[src/design/dcache_defs.svh]
/*
 * widths and depths for the data-cache miss controller
 * line, half-line and byte-enable sizes, tag and transaction id widths
 * and the default depth of the request queue
 */

`ifndef DCACHE_DEFS_SVH
`define DCACHE_DEFS_SVH

// byte address
`define DC_ADR_BITS 32

// cache line and bus word
`define DC_LINE_BITS 512
`define DC_HALF_BITS 256

// byte enables per line and per half
`define DC_LINE_BYTES 64
`define DC_HALF_BYTES 32

// line offset, top bit picks the half
`define DC_OFFSET_BITS 6

// core request tag and bus transaction id
`define DC_TAG_BITS 4
`define DC_TID_BITS 4

// request slots
`define DC_QUEUE_DEPTH 4

`endif

[src/design/dcache_pkg.sv]
/*
 * types shared by the miss controller blocks
 * vector types for addresses, lines, halves, enables and ids
 * and the state encoding of the sequencer FSM
 */

`include "dcache_defs.svh"

package dcache_pkg;

	// ====================
	// vectors
	// ====================

	// byte address, line aligned for core requests
	typedef logic [`DC_ADR_BITS-1:0] adr_t;

	// full line and one bus word
	typedef logic [`DC_LINE_BITS-1:0] line_t;
	typedef logic [`DC_HALF_BITS-1:0] half_t;

	// byte enables
	typedef logic [`DC_LINE_BYTES-1:0] line_sel_t;
	typedef logic [`DC_HALF_BYTES-1:0] half_sel_t;

	// core tag and bus transaction id
	typedef logic [`DC_TAG_BITS-1:0] tag_t;
	typedef logic [`DC_TID_BITS-1:0] tid_t;

	// ====================
	// sequencer states
	// ====================

	typedef enum logic [2:0] {
		IDLE,
		DUMP,
		LOAD,
		FILL_WAIT,
		STORE,
		FINISH
	} seq_state_t;

endpackage

[src/design/dcache_bus_port.sv]
/*
 * bus side of the miss controller
 * one-deep request register with transaction id counter
 * tid tracking of outstanding loads and assembly of the filled line
 */

`timescale 1ns/1ps

`include "dcache_defs.svh"

module dcache_bus_port (
	input  logic                  clk_i,
	input  logic                  rst_i,
	input  logic                  issue_valid_i,
	input  logic                  issue_we_i,
	input  dcache_pkg::adr_t      issue_adr_i,
	input  dcache_pkg::half_sel_t issue_sel_i,
	input  dcache_pkg::half_t     issue_dat_i,
	input  logic                  bus_full_i,
	input  logic                  bus_ack_i,
	input  dcache_pkg::tid_t      bus_rsp_tid_i,
	input  dcache_pkg::half_t     bus_rsp_dat_i,
	output logic                  issue_accept_o,
	output logic                  bus_cyc_o,
	output logic                  bus_we_o,
	output dcache_pkg::adr_t      bus_adr_o,
	output dcache_pkg::half_sel_t bus_sel_o,
	output dcache_pkg::half_t     bus_dat_o,
	output dcache_pkg::tid_t      bus_tid_o,
	output logic                  fill_done_o,
	output dcache_pkg::line_t     fill_line_o
);
	import dcache_pkg::*;

	// address bit that picks the half
	localparam int HB = `DC_OFFSET_BITS - 1;

	// next id to hand out, 1..15
	tid_t       tid_q;
	logic       take;
	// per half: load out on the bus, its tid, data arrived
	logic [1:0] pend_q;
	tid_t       pend_tid_q [2];
	logic [1:0] got_q;
	logic [1:0] got_next;
	logic [1:0] rsp_hit;
	line_t      line_q;

	// bus takes the held request
	assign take = bus_cyc_o && !bus_full_i;
	// register is empty or drains this cycle
	assign issue_accept_o = issue_valid_i && (!bus_cyc_o || !bus_full_i);

	// match a response against each pending half, stray tids fall through
	always_comb begin
		for (int h = 0; h < 2; h++)
			rsp_hit[h] = bus_ack_i && pend_q[h] && (pend_tid_q[h] == bus_rsp_tid_i);
	end

	assign got_next = got_q | rsp_hit;
	assign fill_line_o = line_q;

	// ====================
	// control
	// ====================

	always_ff @(posedge clk_i) begin
		if (rst_i) begin
			bus_cyc_o <= 1'b0;
			tid_q <= tid_t'(1);
			pend_q <= '0;
			got_q <= '0;
			fill_done_o <= 1'b0;
		end else begin
			if (issue_accept_o) begin
				bus_cyc_o <= 1'b1;
				// skip 0 on wrap
				tid_q <= (tid_q == '1) ? tid_t'(1) : tid_q + 1'b1;
			end else if (take) begin
				bus_cyc_o <= 1'b0;
			end
			// only loads wait for a response
			for (int h = 0; h < 2; h++) begin
				if (take && !bus_we_o && bus_adr_o[HB] == h[0])
					pend_q[h] <= 1'b1;
				else if (rsp_hit[h])
					pend_q[h] <= 1'b0;
			end
			// one pulse per completed line
			fill_done_o <= (got_next == 2'b11);
			got_q <= (got_next == 2'b11) ? 2'b00 : got_next;
		end
	end

	// ====================
	// payload
	// ====================

	always_ff @(posedge clk_i) begin
		// held unchanged while the bus is full
		if (issue_accept_o) begin
			bus_we_o <= issue_we_i;
			bus_adr_o <= issue_adr_i;
			bus_sel_o <= issue_sel_i;
			bus_dat_o <= issue_dat_i;
			bus_tid_o <= tid_q;
		end
		if (take && !bus_we_o)
			pend_tid_q[bus_adr_o[HB]] <= bus_tid_o;
		// drop each half into its place in the line
		for (int h = 0; h < 2; h++) begin
			if (rsp_hit[h])
				line_q[h * `DC_HALF_BITS +: `DC_HALF_BITS] <= bus_rsp_dat_i;
		end
	end

	// a new load never lands on a half still waiting for its data
	a_load_half_free: assert property (@(posedge clk_i) disable iff (rst_i)
		take && !bus_we_o |-> !pend_q[bus_adr_o[HB]]);

endmodule

[config.mk]
export PLATFORM = sky130hd
export DESIGN_NAME = dcache_bus_port
export DESIGN_NICKNAME = d
export VERILOG_FILES = /design/src/design/dcache_pkg.sv /design/src/design/dcache_bus_port.sv
export VERILOG_INCLUDE_DIRS = /design/src /design/src/design
export SDC_FILE = /design/constraint.sdc
export NUM_CORES = 1
export LEC_CHECK = 0
export BUFFER_PORTS_ARGS = -buffer_cell sky130_fd_sc_hd__buf_2
export CORE_AREA = 2 2 558 560
export CTS_CLUSTER_SIZE = 28
export DETAILED_ROUTE_END_ITERATION = 7
export DIE_AREA = 0 0 560 562
export SKIP_CTS_REPAIR_TIMING = 1
export SLEW_MARGIN = 0
export SYNTH_ARGS = -nofsm -noshare
export SYNTH_HDL_FRONTEND = slang
export SYNTH_SLANG_ARGS = --single-unit
[constraint.sdc]
create_clock -name clk_i -period 30.9 [get_ports clk_i]
set_input_delay 7.725 -clock clk_i [delete_from_list [all_inputs] [get_ports clk_i]]
set_output_delay 7.725 -clock clk_i [all_outputs]
set_load 0.03 [all_outputs]
==> impl_metrics.xml, run 1 <==
<?xml version="1.0" encoding="UTF-8"?>
<metrics>
  <group name="run_status">
    <metric name="run_status" unit="">completed</metric>
  </group>
  <group name="sta">
    <metric name="slew_viol_final" unit="">0</metric>
    <metric name="rsz0062_at_grt" unit="">false</metric>
    <metric name="max-slew-margin-rel" unit="%">29.7</metric>
    <metric name="tns" unit="ns">0</metric>
    <metric name="worst-slew-pin-transition" unit="ns">1.05</metric>
    <metric name="fin_skew" unit="ns">0.0592</metric>
    <metric name="timing.final.crit_share" unit="%">52.7</metric>
    <metric name="setup_viol" unit="">0</metric>
    <metric name="period_minus_slack" unit="ns">16.29</metric>
    <metric name="fmax" unit="MHz">61.4</metric>
    <metric name="report.final.hold_viol_count" unit="">0</metric>
  </group>
  <group name="finish">
    <metric name="area.growth.synth_to_final" unit="%">62.3</metric>
    <metric name="fillerInstances" unit="">34600</metric>
    <metric name="fraction_of_layout_instances_using_a_drive_strength_above_1" unit="%">63.6</metric>
    <metric name="final_cell_mix" unit="">1,425 x buf_2, 845 x edfxtp_1, 106 x clkbuf_16</metric>
    <metric name="layout.cells.most_common" unit="">buf_2</metric>
    <metric name="final_core_utilization" unit="%">13.6</metric>
    <metric name="design.final.nets" unit="">3038</metric>
  </group>
  <group name="floorplan">
    <metric name="die_h" unit="um">562</metric>
    <metric name="number_of_top_level_design_ports" unit="">1426</metric>
    <metric name="start_util" unit="%">8.40</metric>
    <metric name="fp-row-count" unit="">204</metric>
    <metric name="die_area" unit="sq mm">0.315</metric>
    <metric name="core" unit="sq mm">0.308</metric>
    <metric name="die_width" unit="um">560</metric>
  </group>
  <group name="placement">
    <metric name="place_hpwl" unit="um">177000</metric>
    <metric name="gp_congestion" unit="">0.962</metric>
    <metric name="portBuffers" unit="">1425</metric>
  </group>
  <group name="detailed_routing">
    <metric name="vias_per_std_cell" unit="">2.55</metric>
    <metric name="drtAntennaViolNets" unit="">0</metric>
    <metric name="wl_per_cell" unit="um">30.0</metric>
    <metric name="dr_total_vias" unit="">17200</metric>
    <metric name="drc_errors" unit="">0</metric>
    <metric name="initialDrtViolationCount" unit="">1415</metric>
    <metric name="route.final.wire_length" unit="um">202000</metric>
    <metric name="drt_pre_antenna_iters" unit="">7</metric>
  </group>
  <group name="cts">
    <metric name="cts.clk_slew.worst_paths" unit="ns">0.06</metric>
    <metric name="cts.root.buffer_cell" unit="">clkbuf_16</metric>
    <metric name="tritoncts" unit="">yes</metric>
    <metric name="cts-buffers-inserted" unit="">106</metric>
    <metric name="clock_sink_count" unit="">855</metric>
    <metric name="worst_skew_pair_later_pin_latency" unit="ns">0.82</metric>
    <metric name="cts_htree_levels" unit="">3</metric>
    <metric name="clockBufferDepth" unit="">4</metric>
  </group>
  <group name="synthesis">
    <metric name="post_synth_instance_area" unit="sq mm">0.0259</metric>
    <metric name="netlist.top_cell.by_area" unit="">edfxtp_1</metric>
    <metric name="syn-instance-count" unit="">903</metric>
    <metric name="synth.yosys.seq_area_share" unit="%">98.8</metric>
    <metric name="post_synthesis_net_count" unit="">1490</metric>
    <metric name="netlist_top_cells_area" unit="">edfxtp_1 98%, dfxtp_1 0.77%, nand2_1 0.12%</metric>
    <metric name="area_share_of_the_largest_cell_type_after_synthesis" unit="%">98.0</metric>
    <metric name="ys_seq_elements" unit="">855</metric>
    <metric name="synth.avg_cell_area" unit="sq um">28.7</metric>
    <metric name="yosys.cell_types.count" unit="">25</metric>
    <metric name="yosys_warnings" unit="">0</metric>
  </group>
  <group name="critical_path">
    <metric name="worst_r2r_startpoint" unit="">pend_tid_q[0][1]</metric>
    <metric name="crit-reg2reg-capture" unit="">fill_line_o[168]</metric>
    <metric name="worstSetupEndpoint" unit="">issue_accept_o</metric>
    <metric name="critical_path_required" unit="ns">23.18</metric>
    <metric name="path_cells" unit="">buf_2, a21boi_4, buf_2</metric>
    <metric name="r2r_setup_slack" unit="ns">26.51</metric>
    <metric name="critPathMaxFanout" unit="">3</metric>
    <metric name="sort_of_element_at_the_end_of_the_critical_path" unit="">primary output</metric>
    <metric name="criticalPathCategory" unit="">input pin to primary output</metric>
    <metric name="critPathMaxStageDelay" unit="ns">0.37</metric>
    <metric name="slowest_stage" unit="">a21boi_4</metric>
    <metric name="critical_path.startpoint_type" unit="">input pin</metric>
    <metric name="critical_path_startpoint" unit="">bus_full_i</metric>
    <metric name="timing.critical_path.buf_inv" unit="">2</metric>
    <metric name="cell_family_with_the_largest_share_of_critical_path_delay" unit="">buffers and inverters</metric>
    <metric name="ff2ff_path_depth" unit="">7</metric>
    <metric name="critPathMostFrequentCell" unit="">buf_2</metric>
    <metric name="worst-endpoint-arrival" unit="ns">8.56</metric>
    <metric name="critical_path_cell_count" unit="">3</metric>
  </group>
  <group name="power_and_ir_drop">
    <metric name="p_clk_share" unit="%">46.4</metric>
    <metric name="power_density" unit="mW/mm^2">66.0</metric>
    <metric name="internal_power" unit="mW">2.10</metric>
    <metric name="leakage" unit="nW">15.4</metric>
    <metric name="power_switching_share" unit="%">24.2</metric>
    <metric name="power.net_switching" unit="mW">0.672</metric>
    <metric name="post-layout-total-power" unit="mW">2.77</metric>
    <metric name="seqPwrFrac" unit="%">47.5</metric>
    <metric name="vdd.ir_drop.worst" unit="V">0.0000432</metric>
    <metric name="power.combinational.fraction" unit="%">6.0</metric>
  </group>
  <group name="global_routing">
    <metric name="grt-ovfl-total" unit="">0</metric>
    <metric name="grt_pass1_wl" unit="um">238000</metric>
    <metric name="grt_pass1_vias" unit="">17100</metric>
    <metric name="grt_usage" unit="%">12.3</metric>
    <metric name="number_of_antenna_violations_at_the_first_check_in_global_routing" unit="">197</metric>
    <metric name="grt_max_degree" unit="">140</metric>
  </group>
  <group name="worst_hold_path">
    <metric name="hold_path_class" unit="">flip-flop to flip-flop</metric>
  </group>
  <group name="flow_run">
    <metric name="drv.max_cap_violation_count" unit="">0</metric>
  </group>
</metrics>
[layer usage]
layer	wire length (um)	track usage, %	part of all wire [%]	vias up
met1	61100	11.3	30	8221
met5	668	0	0.33	-
met3	43000	11.3	21	467
met4	10400	6.03	5.1	100
li1	-	-	-	6896
met2	86800	18.5	43	1469
[registers in the layout, summed over array words and instances, names as in the netlist, 2 cells and up]
signal       count
bus_adr_o       32
bus_dat_o      256
bus_sel_o       32
bus_tid_o        4
fill_line_o    512
got_q            2
pend_q           2
pend_tid_q       8
tid_q            4
[final cells by class]
cell class                 count  area [sq um]  share of cell area (%)
antenna                       67           168                   0.399
clock buffer                 119          2720                    6.48
clock inverter                72           816                    1.94
inverter                       5          18.8                  0.0447
multi-input combinational     43           307                   0.730
sequential                   855         25600                    60.9
tap                         4120          5150                    12.3
timing repair buffer        1440          7260                    17.3
[cell families after synthesis]
logic type / Yosys count / share of synthesized area, %
AO/OA/AOI/OAI: 14 / 0.416
XOR/XNOR: 6 / 0.203
adder cells (fa/ha/maj): 1 / 0.0483
buffers and inverters: 5 / 0.0725
flip-flops: 855 / 98.8
multiplexers: 1 / 0.0387
AND/OR/NAND/NOR: 21 / 0.430
[worst min-delay path by stage]
stage                         start        end  slack [ns]  cells past startpoint
after floorplan            got_q[1]   got_q[0]        0.42                      1
after CTS                  got_q[1]   got_q[0]        0.45                      1
after global placement     got_q[1]   got_q[0]        0.44                      1
final                     pend_q[0]  pend_q[0]        0.46                      2
after detailed placement  pend_q[0]  pend_q[0]        0.45                      2
after global routing       got_q[1]   got_q[0]        0.48                      1
[worst register-to-register path: stages, from the launching register on]
cell      delay, ns
edfxtp_1       0.41
xnor2_1        0.18
nand3_1        0.12
nor3_2         0.52
buf_4          0.49
buf_4          0.60
buf_4          0.68
buf_4          0.87
[synth_stat cells (all sizes together)]
| cell | n |
|---|---|
| inv | 5 |
| o2bb2ai | 2 |
| edfxtp | 845 |
| xnor2 | 3 |
| o21ai | 2 |
| o22ai | 1 |
| o31a | 1 |
| a21boi | 1 |
| nand3 | 3 |
| xor2 | 3 |
| nor4 | 1 |
| mux2i | 1 |
| and3 | 1 |
| o221a | 1 |
| a222oi | 1 |
| nor2 | 5 |
| or3 | 1 |
| o211a | 1 |
| nor3 | 1 |
| nor4b | 1 |
| o211ai | 1 |
| dfxtp | 10 |
| ha | 1 |
| a21oi | 3 |
| nand2 | 8 |
[power groups by stage]
stage               clock network (mW)  logic, mW  registers (mW)
floorplan                            0     0.0104            1.40
global placement                     0      0.172            1.34
detailed placement                   0      0.173            1.34
CTS                               1.34      0.174            1.32
global route                      1.37      0.178            1.32
finish                            1.29      0.167            1.32
[through the flow]
| step | hold WS, ns | area [sq um] | cells | setup WS (ns) |
|---|---|---|---|---|
| floorplan | 0.422 | 25900 | 903 | 3.71 |
| global placement | 0.441 | 38300 | 6463 | 14.57 |
| detailed placement | 0.451 | 38300 | 6463 | 14.58 |
| CTS | 0.452 | 41800 | 6654 | 14.58 |
| global route | 0.478 | 42000 | 6698 | 14.59 |
| finish | 0.456 | 42000 | 6721 | 14.61 |
No activity file was read; power rests on OpenSTA's default activity.
==> run 2, diff against run 1 <==
CORE_AREA = 2 2 552 554   (was 2 2 558 560)
DIE_AREA = 0 0 554 556   (was 0 0 560 562)
clock period = 13.25 ns   (was 30.9 ns; I/O delays follow)
==> run 2 against run 1 <==
  * Critical path depth stayed put
  * Largest cell class unchanged
  * Largest power group unchanged
  * Cell area is 1.0% lower
  * Non-clock buffer count is 1 lower
  * Total power is 130% higher
  * Worst hold slack worse by 0.0024 ns
  * Clock skew is 0.020 ns higher
  * Final cell count is 2.2% lower
  * Count of clock-buffer cells in the layout is 6 higher
  * Combinational power is 130% higher
  * Wire length is 3.9% lower
  * Critical endpoint unchanged
==> impl_metrics.xml, run 2 (synthesis gave the netlist of run 1 again) <==
<?xml version="1.0" encoding="UTF-8"?>
<metrics>
  <group name="sta">
    <metric name="max-slew-margin-rel" unit="%">31.4</metric>
    <metric name="period_minus_slack" unit="ns">7.46</metric>
    <metric name="tns" unit="ns">0</metric>
    <metric name="slew_viol_final" unit="">0</metric>
    <metric name="fin_skew" unit="ns">0.0788</metric>
    <metric name="fmax" unit="MHz">134</metric>
    <metric name="worst-slew-pin-transition" unit="ns">1.03</metric>
    <metric name="setup_viol" unit="">0</metric>
    <metric name="rsz0062_at_grt" unit="">false</metric>
    <metric name="report.final.hold_viol_count" unit="">0</metric>
    <metric name="timing.final.crit_share" unit="%">56.3</metric>
  </group>
  <group name="cts">
    <metric name="worst_skew_pair_later_pin_latency" unit="ns">0.83</metric>
    <metric name="cts.clk_slew.worst_paths" unit="ns">0.06</metric>
    <metric name="cts-buffers-inserted" unit="">103</metric>
    <metric name="clockBufferDepth" unit="">4</metric>
    <metric name="tritoncts" unit="">yes</metric>
    <metric name="cts_htree_levels" unit="">3</metric>
    <metric name="cts.root.buffer_cell" unit="">clkbuf_16</metric>
    <metric name="clock_sink_count" unit="">855</metric>
  </group>
  <group name="worst_hold_path">
    <metric name="hold_path_class" unit="">flip-flop to flip-flop</metric>
  </group>
  <group name="floorplan">
    <metric name="fp-row-count" unit="">202</metric>
    <metric name="die_width" unit="um">554</metric>
    <metric name="start_util" unit="%">8.57</metric>
    <metric name="number_of_top_level_design_ports" unit="">1426</metric>
    <metric name="die_h" unit="um">556</metric>
    <metric name="core" unit="sq mm">0.302</metric>
    <metric name="die_area" unit="sq mm">0.308</metric>
  </group>
  <group name="power_and_ir_drop">
    <metric name="internal_power" unit="mW">4.76</metric>
    <metric name="vdd.ir_drop.worst" unit="V">0.000100</metric>
    <metric name="leakage" unit="nW">15.3</metric>
    <metric name="seqPwrFrac" unit="%">48.9</metric>
    <metric name="power.net_switching" unit="mW">1.53</metric>
    <metric name="p_clk_share" unit="%">44.8</metric>
    <metric name="power_switching_share" unit="%">24.3</metric>
    <metric name="power.combinational.fraction" unit="%">6.2</metric>
    <metric name="power_density" unit="mW/mm^2">151</metric>
  </group>
  <group name="critical_path">
    <metric name="critical_path.startpoint_type" unit="">input pin</metric>
    <metric name="critical_path_required" unit="ns">9.94</metric>
    <metric name="worst-endpoint-arrival" unit="ns">4.15</metric>
    <metric name="criticalPathCategory" unit="">input pin to primary output</metric>
    <metric name="sort_of_element_at_the_end_of_the_critical_path" unit="">primary output</metric>
    <metric name="critPathMaxFanout" unit="">3</metric>
  </group>
  <group name="finish">
    <metric name="largest_register_ff_count" unit="">512</metric>
    <metric name="final_cell_mix" unit="">1,425 x buf_2, 845 x edfxtp_1, 103 x clkbuf_16</metric>
    <metric name="fillerInstances" unit="">33600</metric>
    <metric name="final_design_area_no_fill" unit="sq mm">0.0416</metric>
    <metric name="design.final.nets" unit="">3034</metric>
    <metric name="fraction_of_layout_instances_using_a_drive_strength_above_1" unit="%">63.1</metric>
    <metric name="area.growth.synth_to_final" unit="%">60.7</metric>
    <metric name="layout.cells.most_common" unit="">buf_2</metric>
  </group>
  <group name="global_routing">
    <metric name="grt_max_degree" unit="">130</metric>
    <metric name="grt-ovfl-total" unit="">0</metric>
    <metric name="grt_pass1_vias" unit="">17000</metric>
    <metric name="number_of_antenna_violations_at_the_first_check_in_global_routing" unit="">214</metric>
    <metric name="grt_usage" unit="%">12.0</metric>
    <metric name="grt_pass1_wl" unit="um">229000</metric>
  </group>
  <group name="detailed_routing">
    <metric name="dr_total_vias" unit="">17400</metric>
    <metric name="wl_per_cell" unit="um">29.5</metric>
    <metric name="route.final.wire_length" unit="um">194000</metric>
    <metric name="drc_errors" unit="">0</metric>
    <metric name="vias_per_std_cell" unit="">2.65</metric>
    <metric name="drt_pre_antenna_iters" unit="">5</metric>
    <metric name="initialDrtViolationCount" unit="">1874</metric>
    <metric name="drtAntennaViolNets" unit="">0</metric>
  </group>
  <group name="placement">
    <metric name="place_hpwl" unit="um">170000</metric>
    <metric name="gp_congestion" unit="">1.05</metric>
    <metric name="portBuffers" unit="">1425</metric>
    <metric name="post_dp_cell_area" unit="sq mm">0.0381</metric>
  </group>
  <group name="run_status">
    <metric name="run_status" unit="">completed</metric>
  </group>
  <group name="flow_run">
    <metric name="drv.max_cap_violation_count" unit="">0</metric>
  </group>
</metrics>
-- run 2: routing by layer --
metal  global-route usage [%]  vias up  wire length (um)
met2                     17.5     1598             80900
met5                    0.625        -               875
met4                     5.32       96              8790
met1                     11.5     8378             62100
met3                     11.3      456             41200
li1                         -     6890                 -
-- run 2: final timing paths --
kind         startpoint             end  slack, ns  cells past startpoint
max reg2reg   bus_cyc_o  bus_dat_o[217]       9.05                      5
max          bus_full_i  issue_accept_o       5.79                      3
min            got_q[1]        got_q[0]       0.45                      1
min reg2reg    got_q[1]        got_q[0]       0.45                      1
-- run 2: power groups by stage --
| stage | clock network (mW) | logic (mW) | registers (mW) |
|---|---|---|---|
| 6_report | 2.82 | 0.392 | 3.08 |
| 5_1_grt | 3.01 | 0.417 | 3.08 |
| 4_1_cts | 2.93 | 0.402 | 3.08 |
| 3_5_place_dp | 0 | 0.401 | 3.13 |
| 3_3_place_gp | 0 | 0.398 | 3.13 |
| 2_1_floorplan | 0 | 0.0244 | 3.26 |
-- run 2: cell type report --
| class | instances | area (sq um) | share of cell area [%] |
|---|---|---|---|
| inverters | 5 | 18.8 | 0.0451 |
| flip-flops and latches | 855 | 25600 | 61.5 |
| multi-input cells | 43 | 313 | 0.752 |
| well taps | 3978 | 4980 | 12.0 |
| clock inverters | 58 | 602 | 1.45 |
| diodes | 67 | 168 | 0.403 |
| repair buffers | 1439 | 7260 | 17.5 |
| clock buffers | 125 | 2680 | 6.44 |
-- run 2: worst max-delay path, stage by stage --
cell and delay [ns]:
buf_2 0.17, a21boi_4 0.37, buf_2 0.29
-- run 2: stage by stage --
| step | instances | total power [mW] | setup WS (ns) | utilization (%) | hold WS [ns] |
|---|---|---|---|---|---|
| 2_1_floorplan | 903 | 3.28 | 0.524 | - | 0.422 |
| 3_3_place_gp | 6320 | 3.53 | 5.77 | 12.6 | 0.440 |
| 3_5_place_dp | 6320 | 3.53 | 5.77 | 12.6 | 0.441 |
| 4_1_cts | 6503 | 6.41 | 5.77 | 13.7 | 0.450 |
| 5_1_grt | 6533 | 6.51 | 5.78 | 13.7 | 0.491 |
| 6_report | 6570 | 6.29 | 5.79 | 13.8 | 0.454 |
